### config.mk
export PLATFORM = sky130hd
export DESIGN_NAME = memory_upload_flat
export DESIGN_NICKNAME = d
export VERILOG_FILES = /design/src/msx_pkg.sv /design/src/upload_pkg.sv /design/src/slot_if.sv /design/src/memory_upload.sv /design/src/flat_wrapper.sv
export VERILOG_INCLUDE_DIRS = /design/src
export SDC_FILE = /design/constraint.sdc
export NUM_CORES = 2
export LEC_CHECK = 0
export ABC_AREA = 1
export BUFFER_PORTS_ARGS = -buffer_cell sky130_fd_sc_hd__clkbuf_2
export CAP_MARGIN = 10
export CELL_PAD_IN_SITES_DETAIL_PLACEMENT = 1
export CELL_PAD_IN_SITES_GLOBAL_PLACEMENT = 2
export CORE_MARGIN = 2
export CORE_UTILIZATION = 33
export DETAILED_ROUTE_END_ITERATION = 7
export GPL_TIMING_DRIVEN = 1
export HOLD_SLACK_MARGIN = 0.15
export PLACE_DENSITY = 0.82
export SYNTH_ARGS = -nofsm -noshare
export SYNTH_HDL_FRONTEND = slang
export SYNTH_SLANG_ARGS = --single-unit
export TNS_END_PERCENT = 1
### constraint.sdc
create_clock -name clk -period 9 [get_ports clk]
set_input_delay 0.45 -clock clk [delete_from_list [all_inputs] [get_ports clk]]
set_output_delay 0.45 -clock clk [all_outputs]
set_load 0.005 [all_outputs]
### src/upload_consts.svh
`ifndef UPLOAD_CONSTS_SVH
`define UPLOAD_CONSTS_SVH

// Record layout
`define UPL_CONF_BYTES 16

// Table sizes
`define UPL_SLOTS   64
`define UPL_LOOKUPS 16

`define UPL_ROM_A_BASE 28'hA00000   // ROM A image in the DDR3 buffer

`define UPL_PAGE_BITS 14

// Smaller ROMs run without a mapper
`define UPL_DETECT_MIN 27'h10000

`endif

### src/msx_pkg.sv
package msx_pkg;

   typedef enum logic [5:0] {
      mapper_unused,
      mapper_offset,
      mapper_konami,
      mapper_konami_scc,
      mapper_ascii8,
      mapper_ascii16,
      mapper_auto            // Resolved by the detector
   } mapper_typ_t;

   typedef enum logic [3:0] {
      device_none,
      device_fdc
   } device_typ_t;

   typedef enum logic [1:0] {
      msx1,
      msx2,
      msx2p,
      msx_tr
   } MSX_typ_t;

   // One entry of the slot layout
   typedef struct packed {
      mapper_typ_t mapper;
      device_typ_t device;
      logic  [3:0] ref_ram;      // Index into the lookup table
      logic  [1:0] offset_ram;
   } block_t;

   typedef struct packed {
      logic [26:0] addr;
      logic [15:0] size;         // 16 KiB pages
      logic        ro;
   } lookup_RAM_t;

   typedef struct packed {
      logic [3:0] slot_expander_en;
      MSX_typ_t   MSX_typ;
   } bios_config_t;

endpackage

### src/upload_pkg.sv
package upload_pkg;

   // Record kind, byte 4 of a record
   typedef enum logic [7:0] {
      config_none,
      config_config,
      config_slot_a,
      config_slot_b,
      config_fdc,
      config_kbd_layout
   } config_typ_t;

   typedef logic [27:0] ddr_addr_t;
   typedef logic [26:0] ram_addr_t;
   typedef logic [26:0] img_size_t;
   typedef logic  [7:0] conf_byte_t;

   // Two record bytes per target
   typedef struct packed {
      logic [1:0] code;          // 0 skip, 1 alias, 2 or 3 direct
      logic [5:0] slot;
      logic [5:0] offset;        // Source slot for an alias
   } slot_target_t;

endpackage
### src/slot_if.sv
`timescale 1ns/1ns

interface slot_if
   import msx_pkg::*, upload_pkg::*;
();

   logic         clear;       // Wipes every entry
   logic         store;
   logic   [3:0] ref_ram;
   mapper_typ_t  mapper;
   device_typ_t  device;
   slot_target_t target [4];

   // Sequencer side
   modport seq (
      output clear, store, ref_ram, mapper, device, target
   );

   // Table side
   modport tbl (
      input clear, store, ref_ram, mapper, device, target
   );

endinterface

### src/memory_upload.sv
`timescale 1ns/1ns
`include "upload_consts.svh"

module memory_upload
   import msx_pkg::*, upload_pkg::*;
(
   input  logic         clk,
   input  logic         reset,
   input  logic         ioctl_download,
   input  logic         rom_eject,
   input  logic  [15:0] ioctl_index,
   input  img_size_t    ioctl_addr,
   input  conf_byte_t   ddr3_dout,
   input  logic         ddr3_ready,
   input  logic         sdram_ready,
   output logic         reset_rq,
   output logic         ddr3_rd,
   output logic         ddr3_request,
   output logic         ram_ce,
   output logic         sdram_rq,
   output logic         detect_restart,
   output ddr_addr_t    ddr3_addr,
   output ram_addr_t    ram_addr,
   output conf_byte_t   ram_din,
   output lookup_RAM_t  lookup_RAM [`UPL_LOOKUPS],
   output bios_config_t bios_config,
   output img_size_t    rom_size,
   slot_if.seq          slots
);

   typedef enum logic [2:0] {
      st_idle,
      st_clean,
      st_read_conf,
      st_check_conf,
      st_fill_ram,
      st_store_conf
   } state_t;

   img_size_t   conf_size;
   img_size_t   rom_a_size;
   img_size_t   rom_b_size;
   logic        download_last;
   logic        load;

   state_t      state;
   conf_byte_t  conf [`UPL_CONF_BYTES];
   logic  [3:0] head;
   logic  [3:0] ref_ram;
   img_size_t   counter;           // Bytes left minus one
   ddr_addr_t   save_addr;
   conf_byte_t  fill_byte;
   logic        byte_valid;
   logic        rom_copy;
   config_typ_t conf_typ;
   logic        more_conf;
   logic        header_ok;
   logic        skip_rec;
   logic        slot_rec;
   logic        from_ddr;
   logic        ddr_take;

   // Image sizes, index 2 only triggers a reload
   always_ff @(posedge clk) begin
      if (reset) begin
         download_last <= 1'b0;
         load          <= 1'b0;
         conf_size     <= '0;
         rom_a_size    <= '0;
         rom_b_size    <= '0;
      end else begin
         download_last <= ioctl_download;
         load          <= 1'b0;
         if (download_last && !ioctl_download) begin
            case (ioctl_index[5:0])
               6'd1:    conf_size  <= ioctl_addr;
               6'd3:    rom_a_size <= ioctl_addr;
               6'd4:    rom_b_size <= ioctl_addr;
               default: ;
            endcase
            load <= ioctl_index[5:0] inside {6'd1, 6'd2, 6'd3, 6'd4};
         end
         if (rom_eject) begin
            rom_a_size <= '0;
            rom_b_size <= '0;
            load       <= 1'b1;
         end
      end
   end

   assign conf_typ  = config_typ_t'(conf[4]);
   assign more_conf = ddr3_addr < ddr_addr_t'(conf_size);
   assign header_ok = {conf[0], conf[1], conf[2]} == "MSX";
   assign skip_rec  = (conf_typ == config_slot_a && rom_a_size == '0) ||
                      (conf_typ == config_slot_b && rom_b_size == '0);
   assign slot_rec  = conf_typ inside {config_none, config_slot_a, config_slot_b, config_fdc};
   assign from_ddr  = rom_copy || conf[3][6];
   assign ddr_take  = ddr3_rd && ddr3_ready;
   assign reset_rq  = state != st_idle;
   assign rom_size  = rom_a_size;

   // Power-on pattern for plain RAM
   assign ram_din = from_ddr    ? fill_byte :
                    ram_addr[8] ? (ram_addr[1] ? 8'hff : 8'h00) :
                                  (ram_addr[1] ? 8'h00 : 8'hff);

   assign slots.clear   = state == st_clean;
   assign slots.store   = state == st_store_conf && slot_rec;
   assign slots.ref_ram = ref_ram;
   assign slots.mapper  = mapper_typ_t'(conf[3][5:0]);
   assign slots.device  = conf_typ == config_fdc ? device_fdc : device_none;

   for (genvar t = 0; t < 4; t++) begin : g_target
      assign slots.target[t] = slot_target_t'({conf[7 + 2 * t], conf[8 + 2 * t][5:0]});
   end

   always_ff @(posedge clk) begin
      if (reset) begin
         state          <= st_idle;
         ddr3_rd        <= 1'b0;
         ddr3_request   <= 1'b0;
         ram_ce         <= 1'b0;
         sdram_rq       <= 1'b0;
         detect_restart <= 1'b0;
         byte_valid     <= 1'b0;
         rom_copy       <= 1'b0;
         head           <= '0;
         ddr3_addr      <= '0;
         ram_addr       <= '0;
         bios_config    <= '0;
         for (int i = 0; i < `UPL_LOOKUPS; i++)
            lookup_RAM[i] <= '0;
      end else begin
         ram_ce         <= 1'b0;
         detect_restart <= 1'b0;
         if (ram_ce)
            ram_addr <= ram_addr + 1'b1;
         if (ddr_take) begin
            ddr3_rd   <= 1'b0;
            ddr3_addr <= ddr3_addr + 1'b1;
         end

         case (state)
            st_idle: ddr3_request <= 1'b0;
            st_clean: begin
               ddr3_request <= 1'b1;
               state        <= st_read_conf;
            end
            st_read_conf: begin
               if (ddr_take) begin
                  conf[head] <= ddr3_dout;
                  head       <= head + 1'b1;
                  if (head == 4'(`UPL_CONF_BYTES - 1))
                     state <= st_check_conf;
                  else
                     ddr3_rd <= 1'b1;
               end else if (!ddr3_rd) begin
                  // Start of a record
                  if (more_conf)
                     ddr3_rd <= 1'b1;
                  else
                     state <= st_idle;
               end
            end
            st_check_conf: begin
               state <= st_idle;
               if (header_ok) begin
                  if (skip_rec) begin
                     state <= st_read_conf;     // No image behind it
                  end else if (conf_typ == config_slot_a) begin
                     save_addr           <= ddr3_addr;
                     ddr3_addr           <= `UPL_ROM_A_BASE;
                     rom_copy            <= 1'b1;
                     detect_restart      <= 1'b1;
                     counter             <= rom_a_size - 1'b1;
                     sdram_rq            <= 1'b1;
                     state               <= st_fill_ram;
                     lookup_RAM[ref_ram] <= '{addr: ram_addr,
                                              size: 16'(rom_a_size >> `UPL_PAGE_BITS),
                                              ro:   1'b1};
                  end else if (conf[3][7]) begin
                     counter  <= (img_size_t'({conf[5], conf[6]}) << `UPL_PAGE_BITS) - 1'b1;
                     sdram_rq <= 1'b1;
                     state    <= st_fill_ram;
                     lookup_RAM[ref_ram] <= '{addr: ram_addr,
                                              size: {conf[5], conf[6]},
                                              ro:   conf[3][6]};
                  end else begin
                     state <= st_store_conf;
                  end
               end
            end
            st_fill_ram: begin
               if (ddr_take) begin
                  fill_byte  <= ddr3_dout;
                  byte_valid <= 1'b1;
               end else if (from_ddr && !byte_valid && !ddr3_rd) begin
                  ddr3_rd <= 1'b1;
               end
               if (sdram_ready && !ram_ce && (byte_valid || !from_ddr)) begin
                  ram_ce     <= 1'b1;
                  byte_valid <= 1'b0;
                  counter    <= counter - 1'b1;
                  if (counter == '0) begin
                     state <= st_store_conf;
                     if (rom_copy)
                        ddr3_addr <= save_addr;    // Back to the records
                  end
               end
            end
            st_store_conf: begin
               sdram_rq <= 1'b0;
               rom_copy <= 1'b0;
               state    <= st_read_conf;
               case (conf_typ)
                  config_config: begin
                     bios_config.slot_expander_en <= conf[5][3:0];
                     bios_config.MSX_typ          <= MSX_typ_t'(conf[5][5:4]);
                  end
                  config_kbd_layout: ddr3_addr <= ddr3_addr + 28'h200;  // Skip layout data
                  config_none, config_slot_a, config_slot_b, config_fdc:
                     ref_ram <= ref_ram + 1'b1;
                  default: state <= st_idle;
               endcase
            end
            default: state <= st_idle;
         endcase

         // A new download restarts the whole upload
         if (load) begin
            state      <= st_clean;
            ddr3_rd    <= 1'b0;
            ddr3_addr  <= '0;
            ram_addr   <= '0;
            ram_ce     <= 1'b0;
            sdram_rq   <= 1'b0;
            ref_ram    <= '0;
            head       <= '0;
            byte_valid <= 1'b0;
            rom_copy   <= 1'b0;
         end
      end
   end

   assert property (@(posedge clk) disable iff (reset) ram_ce |=> !ram_ce);

   // DDR3 address holds until the read is served
   assert property (@(posedge clk) disable iff (reset)
      ddr3_rd && !ddr3_ready && !load |=> $stable(ddr3_addr));

endmodule

### src/flat_wrapper.sv
// flat-port wrapper written by rule: the top's interface ports become plain ports
module memory_upload_flat import msx_pkg::*, upload_pkg::*;
  (clk, reset, ioctl_download, rom_eject, ioctl_index, ioctl_addr, ddr3_dout, ddr3_ready, sdram_ready, reset_rq, ddr3_rd, ddr3_request, ram_ce, sdram_rq, detect_restart, ddr3_addr, ram_addr, ram_din, lookup_RAM, bios_config, rom_size, slots_clear, slots_store, slots_ref_ram, slots_mapper, slots_device, slots_target);
  slot_if slots_i ();
  input  logic clk;
  input  logic reset;
  input  logic ioctl_download;
  input  logic rom_eject;
  input  logic  [15:0] ioctl_index;
  input  img_size_t ioctl_addr;
  input  conf_byte_t ddr3_dout;
  input  logic ddr3_ready;
  input  logic sdram_ready;
  output logic reset_rq;
  output logic ddr3_rd;
  output logic ddr3_request;
  output logic ram_ce;
  output logic sdram_rq;
  output logic detect_restart;
  output ddr_addr_t ddr3_addr;
  output ram_addr_t ram_addr;
  output conf_byte_t ram_din;
  output lookup_RAM_t lookup_RAM[`UPL_LOOKUPS];
  output bios_config_t bios_config;
  output img_size_t rom_size;
  output wire logic [$bits(slots_i.clear)-1:0] slots_clear;
  output wire logic [$bits(slots_i.store)-1:0] slots_store;
  output wire logic [$bits(slots_i.ref_ram)-1:0] slots_ref_ram;
  output wire logic [$bits(slots_i.mapper)-1:0] slots_mapper;
  output wire logic [$bits(slots_i.device)-1:0] slots_device;
  output wire logic [$bits(slots_i.target)-1:0] slots_target;
  assign slots_clear = slots_i.clear;
  assign slots_store = slots_i.store;
  assign slots_ref_ram = slots_i.ref_ram;
  assign slots_mapper = slots_i.mapper;
  assign slots_device = slots_i.device;
  assign slots_target = {>>{slots_i.target}};
  memory_upload u_core (.clk(clk), .reset(reset), .ioctl_download(ioctl_download), .rom_eject(rom_eject), .ioctl_index(ioctl_index), .ioctl_addr(ioctl_addr), .ddr3_dout(ddr3_dout), .ddr3_ready(ddr3_ready), .sdram_ready(sdram_ready), .reset_rq(reset_rq), .ddr3_rd(ddr3_rd), .ddr3_request(ddr3_request), .ram_ce(ram_ce), .sdram_rq(sdram_rq), .detect_restart(detect_restart), .ddr3_addr(ddr3_addr), .ram_addr(ram_addr), .ram_din(ram_din), .lookup_RAM(lookup_RAM), .bios_config(bios_config), .rom_size(rom_size), .slots(slots_i));
endmodule
# Word-level counts from Yosys, hierarchy flattened
# Memories as Yosys holds them, arrays and structs flattened.
# Index checks and enable logic that the tools add are counted.
[word_totals] mem_count=1 ram_bits=128 regBits=929 latch_bits=0 inputBits=57 romBits=0 word_cells=244 output_inout_bits=878
[op_classes] div_mod_pow=0 magnitude_cmp=3 reduce_logical=54 add_sub_neg=8 multipliers=0 n_eq_ne=31 muxes=69 n_shift=0 bitwise_logic=7
[memory_table] name="u_core.conf" depth=16 word_bits=8 read_ports=15 rd_ports_with_merged_regs=0 write_ports=1 line="memory_upload.sv:47" rtl="conf_byte_t conf [`UPL_CONF_BYTES];"
[ops] operator="704-bit bitwise mux" count=2
[ops] operator="704-bit 2-to-1 mux" count=2
[ops] operator="28-bit 2-to-1 mux" count=8
[ops] operator="44-bit demux with 4-bit select" count=1
[ops] operator="27-bit 2-to-1 mux" count=5
[ops] operator="28-bit case mux with 3 select lines" count=1
[ops] operator="27-bit logical NOT" count=3
[ops] operator="27-bit by 1-bit subtractor with 27-bit output, second input constant" count=3
[ops] operator="27-bit case mux with 2 select lines" count=1
[ops] operator="44-bit 2-to-1 mux" count=1
[ops] operator="8-bit 2-to-1 mux" count=4
[ops] operator="28-bit by 1-bit adder with 28-bit output, second input constant" count=1
[ops] operator="28-bit by 10-bit adder with 28-bit output, second input constant" count=1
[ops] operator="28-bit by 27-bit < comparator with 1-bit output" count=1
[ops] operator="27-bit by 1-bit adder with 27-bit output, second input constant" count=1
[ops] operator="1-bit 2-to-1 mux" count=27
[ops] operator="3-bit 2-to-1 mux" count=9
[ops] operator="24-bit by 23-bit == test with 1-bit output, second input constant" count=1
[ops] operator="3-bit case mux with 6 select lines" count=1
[ops] operator="6-bit AND reduction" count=3
[ops] operator="8-bit by 2-bit == test with 1-bit output, second input constant" count=2
[ops] operator="8-bit by 3-bit == test with 1-bit output, second input constant" count=2
[ops] operator="2-bit nonzero test" count=7
[ops] operator="6-bit by 2-bit == test with 1-bit output, second input constant" count=2
[ops] operator="other kinds (36)" count=83

# Longest topological paths before layout
[depth] ltp_word=8 ltp_mapped=18 ltp_nobuf=15

# Worst setup path before layout
# OpenSTA, ideal clock, no wires.
[synth_timing] kind="input to register" from="input reset" to="register u_core.counter[0], enable pin" arrival_time_ps=2537 t_required_ps=8589 path_slack_ps=6052 setup_time_ps=411 n_path_buf=3 stages=6 path_cell_list="clkbuf_1 > inv_2 > clkbuf_1 > clkbuf_1 > nand3_1 > nor2_1"
[synth_between] elab_chain_len=2
[synth_rtl] element="from (decl)" line="flat_wrapper.sv:6" rtl="input logic reset;"
[synth_rtl] element="1-bit NOT (no source line)"
[synth_rtl] element="6-bit AND reduction (no source line)"
[synth_rtl] element="to (signal assigned)" line="memory_upload.sv:175" rtl="counter <= rom_a_size - 1'b1;"
[synth_rtl] element="to (signal assigned)" line="memory_upload.sv:182" rtl="counter <= (img_size_t'({conf[5], conf[6]}) << `UPL_PAGE_BITS) - 1'b1;"
[synth_rtl] element="to (signal assigned)" line="memory_upload.sv:203" rtl="counter <= counter - 1'b1;"
[synth_rtl] element="to (decl)" line="memory_upload.sv:50" rtl="img_size_t counter;"
# Every way passes these cells.
# A chain may end at the register's enable or synchronous reset.

==> flow_summary.json <==
{
  "grtUsageTotal": 0.260,
  "path_cells": "nor2_1 > and2_1 > nand2_4 > inv_4 > nor2_4 > clkinv_2 > nand3_4 > buf_4 > o21ai_0 > nor2_1",
  "fin_crit_ns": 3.76,
  "leakage_nw": 28.1,
  "hpwlAfterDp_um": 132000,
  "core_area_um2": 138000,
  "gp_congestion": 0.847,
  "dr.first_iter.drc_count": 2335,
  "r2r_cells": 10,
  "cts_tree": "yes",
  "worstSkewPairLatency_ns": 0.75,
  "first_global_vias": 42100,
  "gr-total-overflow": 0,
  "critPathMostFrequentCell": "nor2_1",
  "clk_pin_slew_ns": 0.06,
  "initial_core_util": 0.333,
  "nNetsFinal": 7452,
  "min_to": "u_core.conf_size[0]",
  "ys.flop_type": "dfxtp_1",
  "max_freq_ghz": 0.266,
  "antenna_found_initial": 9,
  "dieArea_um2": 142000,
  "yosysTopAreaCellShare": 0.376,
  "ant_nets": 0,
  "yosysUniqueCellTypes": 53,
  "syn_avg_cell_area_um2": 7.01,
  "routedWlPerCell_um": 20.5,
  "nFillCells": 17500,
  "dr_total_vias": 42800,
  "post_cts_resized": 0,
  "cts_made_buffers": 121,
  "cp_slowest_stage_delay_ns": 0.64,
  "ys_ff_latch": 1041,
  "r2r_start": "u_core.conf[4][5]",
  "critPathMaxFanout": 60,
  "ys_seq_area_frac": 0.493,
  "fin_skew_ns": 0.0372,
  "min_from": "ioctl_index[0]",
  "power_switching_w": 0.00228,
  "cpMaxStageDelayCell": "buf_4",
  "yosysMostFrequentCell": "nand2_1",
  "grt_pass1_wl_um": 277000,
  "finalSetupTns_ns": 0,
  "clkPwrFrac": 0.515,
  "rrSetupSlack_ns": 5.24,
  "tightest_slew_ns": 1.26,
  "internal-power_w": 0.00786,
  "layout-drive-gt1-share": 0.170,
  "dr.pass1.iters": 5,
  "portBuffers": 921,
  "syn_inst": 6550,
  "async_flop_share": 0,
  "status": "finished, final reports clean",
  "post-route-period-util": 0.418,
  "routed_via_density": 4.62,
  "dpl-instance-area_um2": 51800,
  "combPwrFrac": 0.018,
  "worst-setup-path-type": "reg2reg",
  "start_kind": "register",
  "multi_input_comb_area_um2": 16700,
  "cp.arrival_ns": 4.44,
  "grt_max_degree": 232,
  "rows": 136,
  "drt_wl_total_um": 190000,
  "hold_path_class": "in2reg",
  "slew_viol_final": 0,
  "die_w_um": 377,
  "p_per_area_nw_per_um2": 180,
  "final_cell_area_um2": 56300,
  "cts_root_buf": "clkbuf_16",
  "seqPwrFrac": 0.467,
  "ys_warn_count": 0,
  "synth_top_cell_by_area": "dfxtp_1",
  "synth_edf_count": 179,
  "whs_path_depth": 5,
  "h-tree-depth": 3,
  "cp-end-kind": "register",
  "relSlewSlack": 0.152,
  "cap_violations": 0,
  "post-route-drc-count": 0,
  "peakVddDrop_uv": 162,
  "synth_area_leaders": "dfxtp_1 38%, edfxtp_1 12%, nand2_1 12%",
  "synthTopCellsByCount": "1427 x nand2_1, 1381 x nor2_1, 1317 x inv_1, 862 x dfxtp_1, 486 x o21ai_0",
  "netlist_area_um2": 45900,
  "io_pins": 935,
  "setup_viol_count_final": 0,
  "hold_viol": 0,
  "cts.sinks": 1041,
  "power.share.switching": 0.224,
  "die_h_um": 377,
  "clockBufferDepth": 3,
  "rsz0062_at_grt": "no",
  "seq_area_um2": 22600,
  "required_ns": 9.68,
  "syn2layout_area_growth_pct": 22.6
}
[worst max-delay path by stage]
stage	startpoint	end	slack, ns	cells past startpoint
after detailed placement	u_core.conf[4][6]	register	5.25	10
after floorplan	reset	u_core.counter[0]	6.05	6
after global routing	u_core.conf[4][6]	register	4.96	10
after global placement	u_core.conf[4][5]	register	5.34	10
after CTS	u_core.conf[4][6]	register	5.16	10
final	u_core.conf[4][5]	register	5.24	10
[through the flow]
step / worst slack (ns) / total power, W / util / hold WS (ns) / cells
global route: 4.96 / 0.0104 / 0.408 / 0.232 / 9250
finish: 5.24 / 0.0101 / 0.409 / 0.235 / 9254
floorplan: 6.05 / 0.00493 / - / 0.430 / 6552
CTS: 5.16 / 0.0103 / 0.408 / 0.161 / 9250
global placement: 5.34 / 0.00500 / 0.375 / 0.441 / 8988
detailed placement: 5.25 / 0.00501 / 0.375 / 0.449 / 8988
[final cells by class]
cell class / instances / share of cell area
Sequential cell: 1041 / 0.402
Multi-Input combinational cell: 3837 / 0.297
Timing Repair Buffer: 1026 / 0.0979
Inverter: 1325 / 0.0886
Clock buffer: 174 / 0.0631
Tap cell: 1794 / 0.0399
Clock inverter: 53 / 0.0115
Antenna cell: 4 / 0.000178
[cells in the final DEF (no fill, tap or decap), types with 7 or more instances in the layout]
cell type | synthesis | routed
dfxtp_2 | 0 | 8
ha_1 | 43 | 43
xnor2_1 | 13 | 13
edfxtp_1 | 179 | 179
buf_4 | 18 | 68
a21oi_1 | 147 | 146
clkinv_2 | 1 | 25
nor2_2 | 5 | 8
o21ai_0 | 486 | 486
nand2_2 | 13 | 13
nor2_1 | 1381 | 1376
nand3_1 | 88 | 88
nand3_4 | 12 | 18
clkbuf_2 | 0 | 921
dlygate4sd3_1 | 0 | 35
nand4_1 | 34 | 34
bufinv_16 | 0 | 12
nand2_1 | 1427 | 1427
clkbuf_16 | 0 | 125
o21ai_1 | 37 | 27
nor3_1 | 45 | 45
xor2_1 | 41 | 41
a31oi_1 | 7 | 7
clkbuf_1 | 200 | 25
dfxtp_1 | 862 | 854
inv_1 | 1317 | 1315
o21ai_2 | 0 | 8
clkbuf_8 | 0 | 24
[what timing repair did]
item	in CTS	in global routing
setup buffers	0	0
hold buffers	35	0
hold endpoints to repair	81	0
[worst max-delay path: cells and delay by family (launching register included)]
family | cells | cell delay, ns
AO/OA/AOI/OAI | 1 | 0.18
buffers and inverters | 3 | 1.34
flip-flops | 1 | 0.35
AND/OR/NAND/NOR | 6 | 1.69
[power by group through the flow]
stage                     logic [W]  clock network (W)  registers, W
after floorplan           0.0000985                  0       0.00483
after global placement     0.000169                  0       0.00483
after detailed placement   0.000171                  0       0.00483
after CTS                  0.000183            0.00535       0.00473
after global routing       0.000203            0.00551       0.00473
final                      0.000183            0.00522       0.00473
[cells by family (layout without fill, tap and decap cells)]
logic type,after synthesis,in the layout,synth area share
AND/OR/NAND/NOR,3033,3033,0.261
buffers and inverters,1674,2578,0.146
flip-flops,1041,1041,0.493
adder cells (fa/ha/maj),43,43,0.0117
other,1,7,0.0000816
AO/OA/AOI/OAI,704,704,0.0785
XOR/XNOR,54,54,0.0103
[metal layers]
layer	vias to the layer above	GRT usage	routed length, µm
li1	21000	-	-
met1	20400	0.311	79200
met2	1020	0.448	90700
met3	280	0.0613	12200
met4	0	0.100	8000
met5	-	0	0
(Power assumes the default switching activity.)
