## src/upload_consts.svh

```systemverilog
`ifndef UPLOAD_CONSTS_SVH
`define UPLOAD_CONSTS_SVH

// Record layout
`define UPL_CONF_BYTES 16

// Table sizes
`define UPL_SLOTS   64
`define UPL_LOOKUPS 16

`define UPL_ROM_A_BASE 28'hA00000   // ROM A image in the DDR3 buffer

`define UPL_PAGE_BITS 14

// Smaller ROMs run without a mapper
`define UPL_DETECT_MIN 27'h10000

`endif

```

## src/msx_pkg.sv

```systemverilog
package msx_pkg;

   typedef enum logic [5:0] {
      mapper_unused,
      mapper_offset,
      mapper_konami,
      mapper_konami_scc,
      mapper_ascii8,
      mapper_ascii16,
      mapper_auto            // Resolved by the detector
   } mapper_typ_t;

   typedef enum logic [3:0] {
      device_none,
      device_fdc
   } device_typ_t;

   typedef enum logic [1:0] {
      msx1,
      msx2,
      msx2p,
      msx_tr
   } MSX_typ_t;

   // One entry of the slot layout
   typedef struct packed {
      mapper_typ_t mapper;
      device_typ_t device;
      logic  [3:0] ref_ram;      // Index into the lookup table
      logic  [1:0] offset_ram;
   } block_t;

   typedef struct packed {
      logic [26:0] addr;
      logic [15:0] size;         // 16 KiB pages
      logic        ro;
   } lookup_RAM_t;

   typedef struct packed {
      logic [3:0] slot_expander_en;
      MSX_typ_t   MSX_typ;
   } bios_config_t;

endpackage

```

## src/upload_pkg.sv

```systemverilog
package upload_pkg;

   // Record kind, byte 4 of a record
   typedef enum logic [7:0] {
      config_none,
      config_config,
      config_slot_a,
      config_slot_b,
      config_fdc,
      config_kbd_layout
   } config_typ_t;

   typedef logic [27:0] ddr_addr_t;
   typedef logic [26:0] ram_addr_t;
   typedef logic [26:0] img_size_t;
   typedef logic  [7:0] conf_byte_t;

   // Two record bytes per target
   typedef struct packed {
      logic [1:0] code;          // 0 skip, 1 alias, 2 or 3 direct
      logic [5:0] slot;
      logic [5:0] offset;        // Source slot for an alias
   } slot_target_t;

endpackage
```

## src/mapper_detect.sv

```systemverilog
`timescale 1ns/1ns
`include "upload_consts.svh"

module mapper_detect
   import msx_pkg::*, upload_pkg::*;
(
   input  logic        clk,
   input  logic        reset,
   input  logic        restart,
   input  logic        sample,
   input  conf_byte_t  data,
   input  img_size_t   rom_size,
   output mapper_typ_t mapper
);

   typedef logic [15:0] hit_cnt_t;

   logic  [1:0] phase;         // Bytes of an LD (nn),A seen
   conf_byte_t  addr_lo;
   logic [15:0] wr_addr;
   hit_cnt_t    cnt_konami;
   hit_cnt_t    cnt_scc;
   hit_cnt_t    cnt_ascii8;
   hit_cnt_t    cnt_ascii16;

   assign wr_addr = {data, addr_lo};

   always_ff @(posedge clk) begin
      if (reset || restart) begin
         phase       <= 2'd0;
         cnt_konami  <= '0;
         cnt_scc     <= '0;
         cnt_ascii8  <= '0;
         cnt_ascii16 <= '0;
      end else if (sample) begin
         case (phase)
            2'd0: begin
               if (data == 8'h32)
                  phase <= 2'd1;
            end
            2'd1: begin
               addr_lo <= data;
               phase   <= 2'd2;
            end
            default: begin
               phase <= 2'd0;
               if (wr_addr inside {16'h4000, 16'h6000, 16'h8000, 16'ha000})
                  cnt_konami <= cnt_konami + 1'b1;
               if (wr_addr inside {16'h5000, 16'h7000, 16'h9000, 16'hb000})
                  cnt_scc <= cnt_scc + 1'b1;
               if (wr_addr inside {16'h6800, 16'h7000, 16'h7800})
                  cnt_ascii8 <= cnt_ascii8 + 1'b1;
               if (wr_addr inside {16'h6000, 16'h77ff})
                  cnt_ascii16 <= cnt_ascii16 + 1'b1;
            end
         endcase
      end
   end

   always_comb begin
      hit_cnt_t best;
      best   = '0;
      mapper = mapper_offset;
      if (rom_size > `UPL_DETECT_MIN) begin
         // Later checks win a tie
         if (cnt_konami != '0) begin
            mapper = mapper_konami;
            best   = cnt_konami;
         end
         if (cnt_scc != '0 && cnt_scc >= best) begin
            mapper = mapper_konami_scc;
            best   = cnt_scc;
         end
         if (cnt_ascii8 != '0 && cnt_ascii8 >= best) begin
            mapper = mapper_ascii8;
            best   = cnt_ascii8;
         end
         if (cnt_ascii16 != '0 && cnt_ascii16 >= best)
            mapper = mapper_ascii16;
      end
   end

endmodule

```

## config.mk

```make
export PLATFORM = sky130hd
export DESIGN_NAME = mapper_detect
export DESIGN_NICKNAME = d
export VERILOG_FILES = /design/src/msx_pkg.sv /design/src/upload_pkg.sv /design/src/mapper_detect.sv
export VERILOG_INCLUDE_DIRS = /design/src
export SDC_FILE = /design/constraint.sdc
export NUM_CORES = 1
export LEC_CHECK = 0
export BUFFER_PORTS_ARGS = -buffer_cell sky130_fd_sc_hd__buf_4
export CORE_MARGIN = 8
export CORE_UTILIZATION = 45
export CTS_CLUSTER_SIZE = 30
export DETAILED_ROUTE_END_ITERATION = 12
export GPL_TIMING_DRIVEN = 1
export HOLD_SLACK_MARGIN = 0.1
export PLACE_DENSITY = 0.73
export SLEW_MARGIN = 20
export SYNTH_ARGS = -nofsm -noshare
export SYNTH_HDL_FRONTEND = slang
export SYNTH_SLANG_ARGS = --single-unit
```

## constraint.sdc

```tcl
create_clock -name clk -period 5.9 [get_ports clk]
set_clock_uncertainty 0.2 [all_clocks]
set_input_delay 0 -clock clk [delete_from_list [all_inputs] [get_ports clk]]
set_output_delay 0 -clock clk [all_outputs]
set_load 0.02 [all_outputs]
```

# Yosys cells after proc, flatten, opt, wreduce, memory -nomap -nowiden
# Cells that the tools add are included.
# Widths: inputs -> output; s select.
word_totals:
  register_bits: 74
  input_bits: 39
op_classes:
  n_lt_le_gt_ge: 4
  eq_ne: 14
  n_bitwise: 2
  addsub: 4
  mux: 13
  reduce_logical: 20
ops:
  columns: ["operator", "count"]
  rows:
  - ["$eq 16x15->1 const B", 7]
  - ["$mux 16", 6]
  - ["$add 16x1->16 const B", 4]
  - ["$eq 16x16->1 const B", 4]
  - ["$reduce_bool 16->1", 4]
  - ["$ge 16x16->1", 3]
  - ["$gt 27x17->1 const B", 1]
  - ["$mux 6", 4]
  - ["$reduce_and 3->1", 5]
  - ["$eq 8x6->1 const B", 1]
  - ["$reduce_bool 4->1", 2]
  - ["$mux 2", 2]
  - ["$pmux 2 s2", 1]
  - ["$logic_and 1x1->1", 3]
  - ["$reduce_bool 3->1", 1]
  - ["$eq 2x1->1 const B", 1]
  - ["$logic_not 2->1", 1]
  - ["$ne 2x2->1 const B", 1]
  - ["$not 1->1", 2]
  - ["$reduce_and 2->1", 1]
  - ["$reduce_bool 2->1", 1]
  - ["$reduce_or 2->1", 1]
  - ["$logic_or 1x1->1", 1]

# Logic depth before layout (Yosys ltp)
# Gate-level depths: netlist of run 1.
depth:
  ltp_word: 15
  ltp_mapped: 30

# Least setup slack after synthesis of run 1
# Ideal clock, no wire load.
synth_timing:
  path_type: "reg2out"
  from: "register cnt_konami[0]"
  to: "output port mapper[1]"
  slack_ns: -0.902
  arrival_ns: 6.602
  t_required_ns: 5.700
  stages_incl_launch_ff: 30
  cell_sequence: "dfxtp_1 > inv_1 > ha_1 > nor4b_1 > nand4_1 > inv_1 > nor2_1 > ha_1 > nand2b_1 > a2111oi_2 > nor4_1 > or3_1 > clkbuf_1 > buf_6 > a22oi_1 > ha_1 > a21oi_1 > o21ai_0 > a2111oi_0 > a21o_1 > buf_2 > buf_2 > mux2_2 > ha_1 > a21o_1 > a21o_1 > a21oi_1 > a31o_2 > a21oi_1 > a2111oi_0"
synth_via:
  elab_chain_len: 15
  elab_cells_between_ends: 18
synth_rtl:
  columns: ["item", "line_no", "text"]
  rows:
  - ["from (decl)", "mapper_detect.sv:21", "hit_cnt_t cnt_konami;"]
  - ["from (signal assigned)", "mapper_detect.sv:48", "cnt_konami <= cnt_konami + 1'b1;"]
  - ["$reduce_bool 16->1", "mapper_detect.sv:66", "if (cnt_konami != '0) begin"]
  - ["$mux 16", "mapper_detect.sv:66", null]
  - ["$mux 16", "mapper_detect.sv:64", "if (rom_size > `UPL_DETECT_MIN) begin"]
  - ["$ge 16x16->1", "mapper_detect.sv:70", "if (cnt_scc != '0 && cnt_scc >= best) begin"]
  - ["$logic_and 1x1->1", "mapper_detect.sv:70", null]
  - ["$mux 16", "mapper_detect.sv:70", null]
  - ["$mux 16", "mapper_detect.sv:64", null]
  - ["$ge 16x16->1", "mapper_detect.sv:74", "if (cnt_ascii8 != '0 && cnt_ascii8 >= best) begin"]
  - ["$logic_and 1x1->1", "mapper_detect.sv:74", null]
  - ["$mux 16", "mapper_detect.sv:74", null]
  - ["$mux 16", "mapper_detect.sv:64", null]
  - ["$ge 16x16->1", "mapper_detect.sv:78", "if (cnt_ascii16 != '0 && cnt_ascii16 >= best)"]
  - ["$logic_and 1x1->1", "mapper_detect.sv:78", null]
  - ["$mux 6 (*)", "mapper_detect.sv:78", null]
  - ["$mux 6 (*)", "mapper_detect.sv:64", null]
  - ["to (decl)", "mapper_detect.sv:13", "output mapper_typ_t mapper"]
# Every way passes the cells marked *; elsewhere a longest branch is shown, timed or not. The select of a mux whose other input is x is not followed.

# Worst setup path in the final report of run 1
layout_timing:
  from: "register cnt_konami[11]"
  to: "output port mapper[2]"
layout_via:
  elab_chain_len: 15
  elab_cells_between_ends: 16
layout_rtl:
  columns: ["item", "line_no"]
  rows:
  - ["$reduce_bool 16->1", "mapper_detect.sv:66"]
  - ["$mux 16 (*)", "mapper_detect.sv:66"]
  - ["$mux 16 (*)", "mapper_detect.sv:64"]
  - ["$ge 16x16->1", "mapper_detect.sv:70"]
  - ["$logic_and 1x1->1", "mapper_detect.sv:70"]
  - ["$mux 16 (*)", "mapper_detect.sv:70"]
  - ["$mux 16 (*)", "mapper_detect.sv:64"]
  - ["$ge 16x16->1", "mapper_detect.sv:74"]
  - ["$logic_and 1x1->1", "mapper_detect.sv:74"]
  - ["$mux 16", "mapper_detect.sv:74"]
  - ["$mux 16", "mapper_detect.sv:64"]
  - ["$ge 16x16->1", "mapper_detect.sv:78"]
  - ["$logic_and 1x1->1", "mapper_detect.sv:78"]
  - ["$mux 6 (*)", "mapper_detect.sv:78"]
  - ["$mux 6 (*)", "mapper_detect.sv:64"]
# Marks and branches as above.

==> flow_metrics.env, run 1 <==
export IMPL_antennaDiodeCount=0
export IMPL_die_w_um=122.9
export IMPL_drt_iter0_drc=255
export IMPL_coreArea_um2=11270
export IMPL_synth_top_area_frac=0.2572
export IMPL_arrival_ns=6.09
export IMPL_slew_violations=0
export IMPL_hp_class="primary input to flip-flop"
export IMPL_synth_top_cell_by_area="dfxtp_1"
export IMPL_yosysSeqAreaShare=0.3039
export IMPL_syn_mean_instance_area_um2=8.663
export IMPL_grt_usage=0.1980
export IMPL_nets=801
export IMPL_n_fill_cell=903
export IMPL_wl_um=14520
export IMPL_htreeDepth=3
export IMPL_grt_pass1_vias=4992
export IMPL_mostFrequentLayoutCells="buf_4, dfxtp_1, nor2_1, inv_1, ha_1"
export IMPL_cpPeakStageDelay_ns=0.35
export IMPL_antenna_found_initial=0
export IMPL_ios=45
export IMPL_netlist_area_um2=5137
export IMPL_route_detailed_drc=0
export IMPL_critPathSlowestCell="a2111oi_4"
export IMPL_finalCritPeriodShare=1.066
export IMPL_cts_root_buf="clkbuf_16"
export IMPL_instances_no_fill=854
export IMPL_violations="negative setup slack"
export IMPL_grt_first_pass_wirelength_um=23760
export IMPL_maxSlewHeadroom=0.4513
export IMPL_crit_type="flip-flop to output port"
export IMPL_synth_warnings=0
export IMPL_synth_distinct_cells=53
export IMPL_leakagePower_uw=0.002608
export IMPL_cts_tree="yes"
export IMPL_async_reset_ff_frac=0
export IMPL_post_place_ws_ns=-0.3537
export IMPL_synth_compound_area_frac=0.1120
export IMPL_fmax_mhz=159.0
export IMPL_clk_pin_slew_ns=0.06
export IMPL_power_total_uw=1088
export IMPL_clk_path_buf_depth=2
export IMPL_vias=4864
export IMPL_dp_cells=803
export IMPL_grt_start_max_net_pins=68
export IMPL_start_util=0.4558
export IMPL_cp_start_kind="flip-flop"
export IMPL_ir_drop_uv=237.9
export IMPL_p_per_area_nw_per_um2=156.8
export IMPL_ant_nets=0
export IMPL_finalWeightedCongestion=0.9333
export IMPL_synth_edf_count=8
export IMPL_die_area_um2=15090
export IMPL_rows=39
export IMPL_path_max_fanout=5
export IMPL_areaGrowthSynthToFinish_pct=35.12
export IMPL_die_height_um=122.9
export IMPL_synth_mux_area_frac=0.04725
export IMPL_ys_seq_elements=74
export IMPL_numCtsBuffers=9
export IMPL_placed_area_um2=5914
export IMPL_synthXorXnorAreaFrac=0.08183
export IMPL_drive_gt1_frac=0.3010
export IMPL_yosys_area_share_simple=0.2604
export IMPL_clock_sinks=74
export IMPL_rsz0062_at_grt="yes"
export IMPL_overflow=0
export IMPL_setup_violations=3
export IMPL_worst_pin_slew_ns=0.8114
export IMPL_fin_area_um2=6942
export IMPL_dp_hpwl_um=10250
export IMPL_finalSetupTns_ns=-1.129
export IMPL_synth_area_leaders="dfxtp_1, ha_1, xnor2_1, edfxtp_1, nor2_1"
export IMPL_final_common_cell="buf_4"
export IMPL_drt_first_pass_iters=5
export IMPL_synthesis_instances=593
export IMPL_avgViaCountPerCell=5.696
export IMPL_hold_violations=0
export IMPL_wl_per_cell_um=17.01
export IMPL_synth_fa_ha_area_frac=0.1364
export IMPL_outcome="finished, violations left"
export IMPL_clock_latency_ns=0.34
export IMPL_finalCriticalPeriod_ns=6.291
export IMPL_numPortBuffers=41
export IMPL_ys_flop_type="dfxtp_1"
export IMPL_max_cap_violations=0
export IMPL_end_kind="output port"
export IMPL_timing_final_ws_setup_ns=-0.3910
export IMPL_crit_required_ns=5.70
export IMPL_synth_top_family_by_area="simple AND/OR/NAND/NOR gates"
-- path summary, 6_finish.rpt --
path | depth (start not counted) | slack, ns | startpoint | to
worst min register to register | 2 | 0.32 | phase[1] | phase[1]
worst min-delay path | 2 | 0.20 | data[5] | addr_lo[5]
worst max-delay path | 28 | -0.39 | cnt_konami[11] | mapper[2]
worst max register to register | 6 | 3.17 | addr_lo[5] | cnt_ascii16[12]
-- cells in the mapped netlist, types with 15 or more instances --
master	count
nor3_1	18
or3_1	15
nand2_1	31
a21oi_1	31
nor2_1	64
nand3_1	16
mux2_2	18
inv_1	50
xnor2_1	35
nand4_1	17
ha_1	56
o21ai_0	21
nor4_1	18
dfxtp_1	66
-- final cells by class --
cell class,count,area [um^2],area share
clock buffer,9,225.2,0.03244
clock inverter,7,60.06,0.008652
inverter,50,187.7,0.02704
multi-input combinational,451,3749,0.5400
sequential,74,1564,0.2253
tap,143,178.9,0.02578
timing repair buffer,120,977.2,0.1408
-- flip-flops by register name, indices dropped and copies added, names as in the netlist --
signal / cells
addr_lo: 8
cnt_ascii16: 16
cnt_ascii8: 16
cnt_konami: 16
cnt_scc: 16
phase: 2
-- where the power goes --
part	total, uW	switching [uW]	internal [uW]
Combinational	42.0	19.1	22.9
Clock	538	216	322
Sequential	508	0.00765	508
Total	1090	235	853
-- worst max-delay path, delay by kind of cell, from the launching register on --
family                     cells  cell delay, ns
muxes                          2            0.63
AOI/OAI and AO/OA              9            2.13
buffers and inverters          6            0.91
adders and majority gates      3            0.67
and+or+nand+nor                8            1.04
DFF                            1            0.33
-- repair_timing --
action                                 4_1_cts  5_1_grt
cloned                                       1        0
endpoints found under the hold margin       29        0
setup endpoints to repair                    3        3
hold buffers                                 9        0
pin swaps                                   22       13
resized for setup                           47       26
buffers inserted                            22        3
-- cells by family after synthesis --
family                     Yosys count
adders and majority gates           56
AOI/OAI and AO/OA                   88
xor gates and xnor gates            48
and+or+nand+nor                    234
DFF                                 74
muxes                               22
other                                1
buffers and inverters               70
-- routing by layer --
layer | GRT usage | vias up | share of wire
met5 | 0 | - | 0
met4 | 0.08378 | 0 | 0.035
met3 | 0.05888 | 33 | 0.057
met2 | 0.3374 | 146 | 0.49
met1 | 0.2261 | 2334 | 0.42
li1 | - | 2351 | -
-- metrics by stage --
step | utilization | hold slack [ns]
4_1_cts | 0.6016 | 0.1862
6_report | 0.6158 | 0.1993
3_5_place_dp | 0.5247 | -0.0002429
2_1_floorplan | - | -0.1011
3_3_place_gp | 0.5247 | -0.002492
5_1_grt | 0.6158 | 0.2047
Power figures use the tool's default switching activity.
==> run 2, diff against run 1 <==
- CORE_ASPECT_RATIO: not set -> 1.5
==> flow_metrics.env, run 2 (synthesis gave the netlist of run 1 again) <==
export IMPL_worst_pin_slew_ns=0.7905
export IMPL_violations="negative setup slack"
export IMPL_wl_um=15100
export IMPL_avgViaCountPerCell=5.746
export IMPL_final_common_cell="buf_4"
export IMPL_grt_usage=0.2029
export IMPL_arrival_ns=6.36
export IMPL_hp_class="primary input to flip-flop"
export IMPL_finalWeightedCongestion=0.9288
export IMPL_cts_root_buf="clkbuf_16"
export IMPL_n_fill_cell=865
export IMPL_dp_hpwl_um=10660
export IMPL_clk_path_buf_depth=2
export IMPL_path_max_fanout=7
export IMPL_rsz0062_at_grt="yes"
export IMPL_htreeDepth=3
export IMPL_grt_pass1_vias=5052
export IMPL_numCtsBuffers=9
export IMPL_cp_top_family="compound AO/OA/AOI/OAI gates"
export IMPL_internal_power_uw=945.6
export IMPL_drive_gt1_frac=0.2881
export IMPL_r2r_end="cnt_konami[5]"
export IMPL_cpPeakStageDelay_ns=0.41
export IMPL_p_per_area_nw_per_um2=172.6
export IMPL_final_seq_area_um2=1567
export IMPL_start_util=0.4526
export IMPL_critPathSlowestCell="a2111oi_4"
export IMPL_wl_per_cell_um=17.60
export IMPL_seq_power_share=0.427
export IMPL_ant_nets=0
export IMPL_antenna_found_initial=0
export IMPL_drt_first_pass_iters=5
export IMPL_min_to="addr_lo[5]"
export IMPL_timing_final_ws_setup_ns=-0.6635
export IMPL_slew_violations=0
export IMPL_clock_sinks=74
export IMPL_die_area_um2=15160
export IMPL_hold_ws_ns=0.1864
export IMPL_areaGrowthSynthToFinish_pct=34.27
export IMPL_maxSlewHeadroom=0.4654
export IMPL_max_cap_violations=0
export IMPL_leakagePower_uw=0.002558
export IMPL_placed_area_um2=6013
export IMPL_finalCriticalPeriod_ns=6.564
export IMPL_finalCritPeriodShare=1.112
export IMPL_grt_start_max_net_pins=68
export IMPL_post_route_util=0.6077
export IMPL_switching_share=0.2056
export IMPL_coreArea_um2=11350
export IMPL_clk_pin_slew_ns=0.06
export IMPL_r2r_cells=5
export IMPL_mostFrequentLayoutCells="buf_4, nor2_1, dfxtp_1, inv_1, ha_1"
export IMPL_ios=45
export IMPL_rr_startpoint="addr_lo[3]"
export IMPL_cp_start_kind="flip-flop"
export IMPL_path_buf_inv=5
export IMPL_crit_type="flip-flop to output port"
export IMPL_route_detailed_drc=0
export IMPL_nets=798
export IMPL_clock_latency_ns=0.35
export IMPL_worstHoldStart="data[5]"
export IMPL_die_w_um=103.2
export IMPL_die_height_um=146.9
export IMPL_p_switching_uw=244.7
export IMPL_multiInputGateArea_um2=3669
export IMPL_vias=4930
export IMPL_numPortBuffers=41
export IMPL_fmax_mhz=152.4
export IMPL_fin_area_um2=6898
export IMPL_setup_violations=3
export IMPL_cts_tree="yes"
export IMPL_rows=48
export IMPL_pwr_share_clk=0.538
export IMPL_overflow=0
export IMPL_outcome="finished, violations left"
export IMPL_drt_iter0_drc=281
export IMPL_post_place_ws_ns=-0.3931
export IMPL_antennaDiodeCount=0
export IMPL_hold_violations=0
export IMPL_p_comb_frac=0.036
export IMPL_crit_required_ns=5.70
export IMPL_grt_first_pass_wirelength_um=24000
export IMPL_r2r_setup_slack_ns=3.12
export IMPL_min_path_cells=2
export IMPL_end_kind="output port"
export IMPL_ir_drop_uv=146.5
## run 2: layer usage
layer	GRT usage	vias to the layer above	wire length, um
met1	0.1963	2381	5556
met4	0.1709	0	1098
met5	0	-	0
li1	-	2350	-
met3	0.02653	65	414
met2	0.3633	134	8029
## run 2: cell type report
| type | count | share of cell area |
|---|---|---|
| clock buffers | 10 | 0.03319 |
| clock inverters | 6 | 0.01651 |
| inverters | 50 | 0.02721 |
| multi-input cells | 451 | 0.5318 |
| flip-flops and latches | 74 | 0.2271 |
| well taps | 150 | 0.02721 |
| repair buffers | 117 | 0.1369 |
## run 2: what timing repair did
item	4_1_cts	5_1_grt
hold buffers	9	0
pin swaps	15	17
hold endpoints to repair	26	0
buffers inserted	5	6
gates cloned	1	0
resized for setup	37	19
setup endpoints to repair	3	3
## run 2: power by group through the flow
stage / logic [uW] / clock network [uW] / registers (uW)
global placement: 36.8 / 0 / 519
finish: 42.5 / 640 / 508
detailed placement: 37.7 / 0 / 519
global route: 46.1 / 667 / 508
CTS: 42.7 / 646 / 508
floorplan: 13.9 / 0 / 519
## run 2: metrics by stage
stage | instances | total power, uW | setup TNS [ns]
5_1_grt | 858 | 1221 | -2.650
3_3_place_gp | 822 | 556.0 | -0.4603
4_1_cts | 852 | 1197 | -1.770
3_5_place_dp | 822 | 556.9 | -1.092
2_1_floorplan | 595 | 533.1 | 0
6_report | 858 | 1190 | -1.953
## run 2: worst max path at each step
stage               depth (start not counted)  slack, ns        end           start
floorplan                                  28       0.03  mapper[0]   cnt_konami[0]
finish                                     27      -0.66  mapper[0]   cnt_konami[8]
detailed placement                         29      -0.39  mapper[2]   cnt_konami[0]
global placement                           29      -0.18  mapper[2]   cnt_konami[0]
global route                               26      -0.90  mapper[0]  cnt_konami[15]
CTS                                        28      -0.60  mapper[0]  cnt_konami[11]
==> run 3, diff against run 2 <==
- ABC_AREA: not set -> 1
==> flow_metrics.env, run 3 <==
export IMPL_outcome="finished, final reports clean"
export IMPL_synth_warnings=0
export IMPL_yosys_cell_count_top_type="nand2_1"
export IMPL_drt_first_pass_iters=5
export IMPL_hp_class="primary input to flip-flop"
export IMPL_synthesis_instances=920
export IMPL_clock_latency_ns=0.34
export IMPL_crit_type="flip-flop to output port"
export IMPL_dp_hpwl_um=13430
export IMPL_setup_violations=0
export IMPL_finalWeightedCongestion=0.9197
export IMPL_antenna_found_initial=0
export IMPL_leakagePower_uw=0.002966
export IMPL_yosys_area_share_simple=0.4081
export IMPL_cp_top_family="compound AO/OA/AOI/OAI gates"
export IMPL_synth_top_cell_by_area="dfxtp_1"
export IMPL_numPortBuffers=41
export IMPL_async_reset_ff_frac=0
export IMPL_crit_top_cell="nand2_1"
export IMPL_avgViaCountPerCell=5.455
export IMPL_grt_pass1_vias=6045
export IMPL_yosysSeqAreaShare=0.2588
export IMPL_dp_cells=1111
export IMPL_synth_top_family_by_area="simple AND/OR/NAND/NOR gates"
export IMPL_areaGrowthSynthToFinish_pct=17.90
export IMPL_wl_um=17510
export IMPL_rows=52
export IMPL_max_cap_violations=0
export IMPL_crit_required_ns=5.70
export IMPL_final_common_cell="nand2_1"
export IMPL_netlist_area_um2=6033
export IMPL_critPathSlowestCell="a21oi_1"
export IMPL_maxSlewHeadroom=0.2942
export IMPL_finalCriticalPeriod_ns=5.569
export IMPL_clk_pin_slew_ns=0.06
export IMPL_synth_distinct_cells=42
export IMPL_instances_no_fill=1150
export IMPL_path_buf_inv=5
export IMPL_nets=1078
export IMPL_grt_usage=0.1956
export IMPL_synth_fa_ha_area_frac=0.1161
export IMPL_cts_tree="yes"
export IMPL_finalCritPeriodShare=0.9438
export IMPL_clk_path_buf_depth=2
export IMPL_synth_top_area_frac=0.2190
export IMPL_cpPeakStageDelay_ns=0.53
export IMPL_ys_seq_elements=74
export IMPL_fmax_mhz=179.6
export IMPL_coreArea_um2=13270
export IMPL_ir_drop_uv=135.7
export IMPL_hold_ws_ns=0.2017
export IMPL_ios=45
export IMPL_mostFrequentLayoutCells="nand2_1, nand3_1, inv_1, nor2_1"
export IMPL_clock_sinks=74
export IMPL_grt_start_max_net_pins=37
export IMPL_htreeDepth=3
export IMPL_end_kind="output port"
export IMPL_numCtsBuffers=9
export IMPL_slew_violations=0
export IMPL_overflow=0
export IMPL_yosys_top_cells_count="nand2_1, nand3_1, inv_1"
export IMPL_ant_nets=0
export IMPL_hold_violations=0
export IMPL_drt_iter0_drc=317
export IMPL_route_detailed_drc=0
export IMPL_grt_first_pass_wirelength_um=28030
export IMPL_cts_root_buf="clkbuf_16"
export IMPL_ys_flop_type="dfxtp_1"
export IMPL_synth_area_leaders="dfxtp_1, nand2_1, ha_1, nand3_1, inv_1"
export IMPL_synth_compound_area_frac=0.08897
export IMPL_synthXorXnorAreaFrac=0.03774
export IMPL_synth_mux_area_frac=0
export IMPL_die_area_um2=17440
export IMPL_worst_pin_slew_ns=1.051
export IMPL_p_per_area_nw_per_um2=158.9
export IMPL_arrival_ns=5.37
export IMPL_start_util=0.4546
export IMPL_vias=6273
export IMPL_wl_per_cell_um=15.22
export IMPL_syn_mean_instance_area_um2=6.558
export IMPL_drive_gt1_frac=0.1235
export IMPL_cp_start_kind="flip-flop"
export IMPL_die_w_um=110.5
export IMPL_die_height_um=157.8
export IMPL_synth_edf_count=8
export IMPL_path_max_fanout=8
export IMPL_antennaDiodeCount=0
## run 3: cell types whose count changed after synthesis, moves of 21 or more
| cell | before | now |
|---|---|---|
| nand2_1 | 31 | 224 |
| a21oi_1 | 31 | 65 |
| nor3_1 | 18 | 39 |
| xnor2_1 | 35 | 1 |
| inv_1 | 50 | 103 |
| nand3_1 | 16 | 109 |
## run 3: per-stage QoR
step / util / area, um^2 / total power (uW) / TNS (ns) / setup WS, ns
after floorplan: - / 6041 / 540.6 / 0 / 0.9777
after global placement: 0.4890 / 6490 / 565.6 / 0 / 0.3691
after detailed placement: 0.4890 / 6490 / 566.1 / 0 / 0.2306
after CTS: 0.5216 / 6923 / 1137 / 0 / 0.02872
after global routing: 0.5359 / 7113 / 1166 / -0.2574 / -0.1184
final: 0.5359 / 7113 / 1131 / 0 / 0.3314
## run 3: final timing paths
kind | start | to | slack (ns) | cells after the start
max | cnt_konami[11] | mapper[1] | 0.33 | 30
max reg2reg | addr_lo[5] | cnt_ascii8[10] | 3.39 | 8
min reg2reg | cnt_konami[0] | cnt_konami[0] | 0.27 | 1
min | data[7] | addr_lo[7] | 0.20 | 2
## run 3: cells by family after synthesis
kind of cell	Yosys count
adders and majority gates	56
and+or+nand+nor	529
buffers and inverters	132
DFF	74
other	1
AOI/OAI and AO/OA	102
xor gates and xnor gates	26
## run 3: repair_timing
| item | CTS | global route |
|---|---|---|
| gates resized for setup | 2 | 23 |
| buffers inserted | 0 | 7 |
| cloned | 0 | 4 |
| pin swaps | 0 | 7 |
| setup endpoints to repair | 1 | 3 |
| hold endpoints to repair | 54 | 0 |
| hold buffers | 12 | 0 |
## run 3: layout make-up
| class | count | area (um^2) |
|---|---|---|
| sequential | 74 | 1567 |
| multi-input combinational | 719 | 4060 |
| clock buffer | 9 | 225.2 |
| tap | 162 | 202.7 |
| fill | 1356 | 6160 |
| timing repair inverter | 1 | 5.005 |
| clock inverter | 7 | 76.32 |
| timing repair buffer | 69 | 564.3 |
| inverter | 109 | 412.9 |
## run 3: where the power goes
part	total, uW	switching (uW)	internal (uW)
clock network	569	238	331
registers	507	0.00662	507
logic	53.6	26.4	27.2
## run 3: routing by layer
metal,vias to the layer above,wire length (um),part of all wire,track usage
met5,-,0,0,0
li1,3183,-,-,-
met1,2841,6455,0.37,0.1862
met2,177,9360,0.53,0.3818
met3,72,648,0.037,0.02730
met4,0,1043,0.060,0.1292
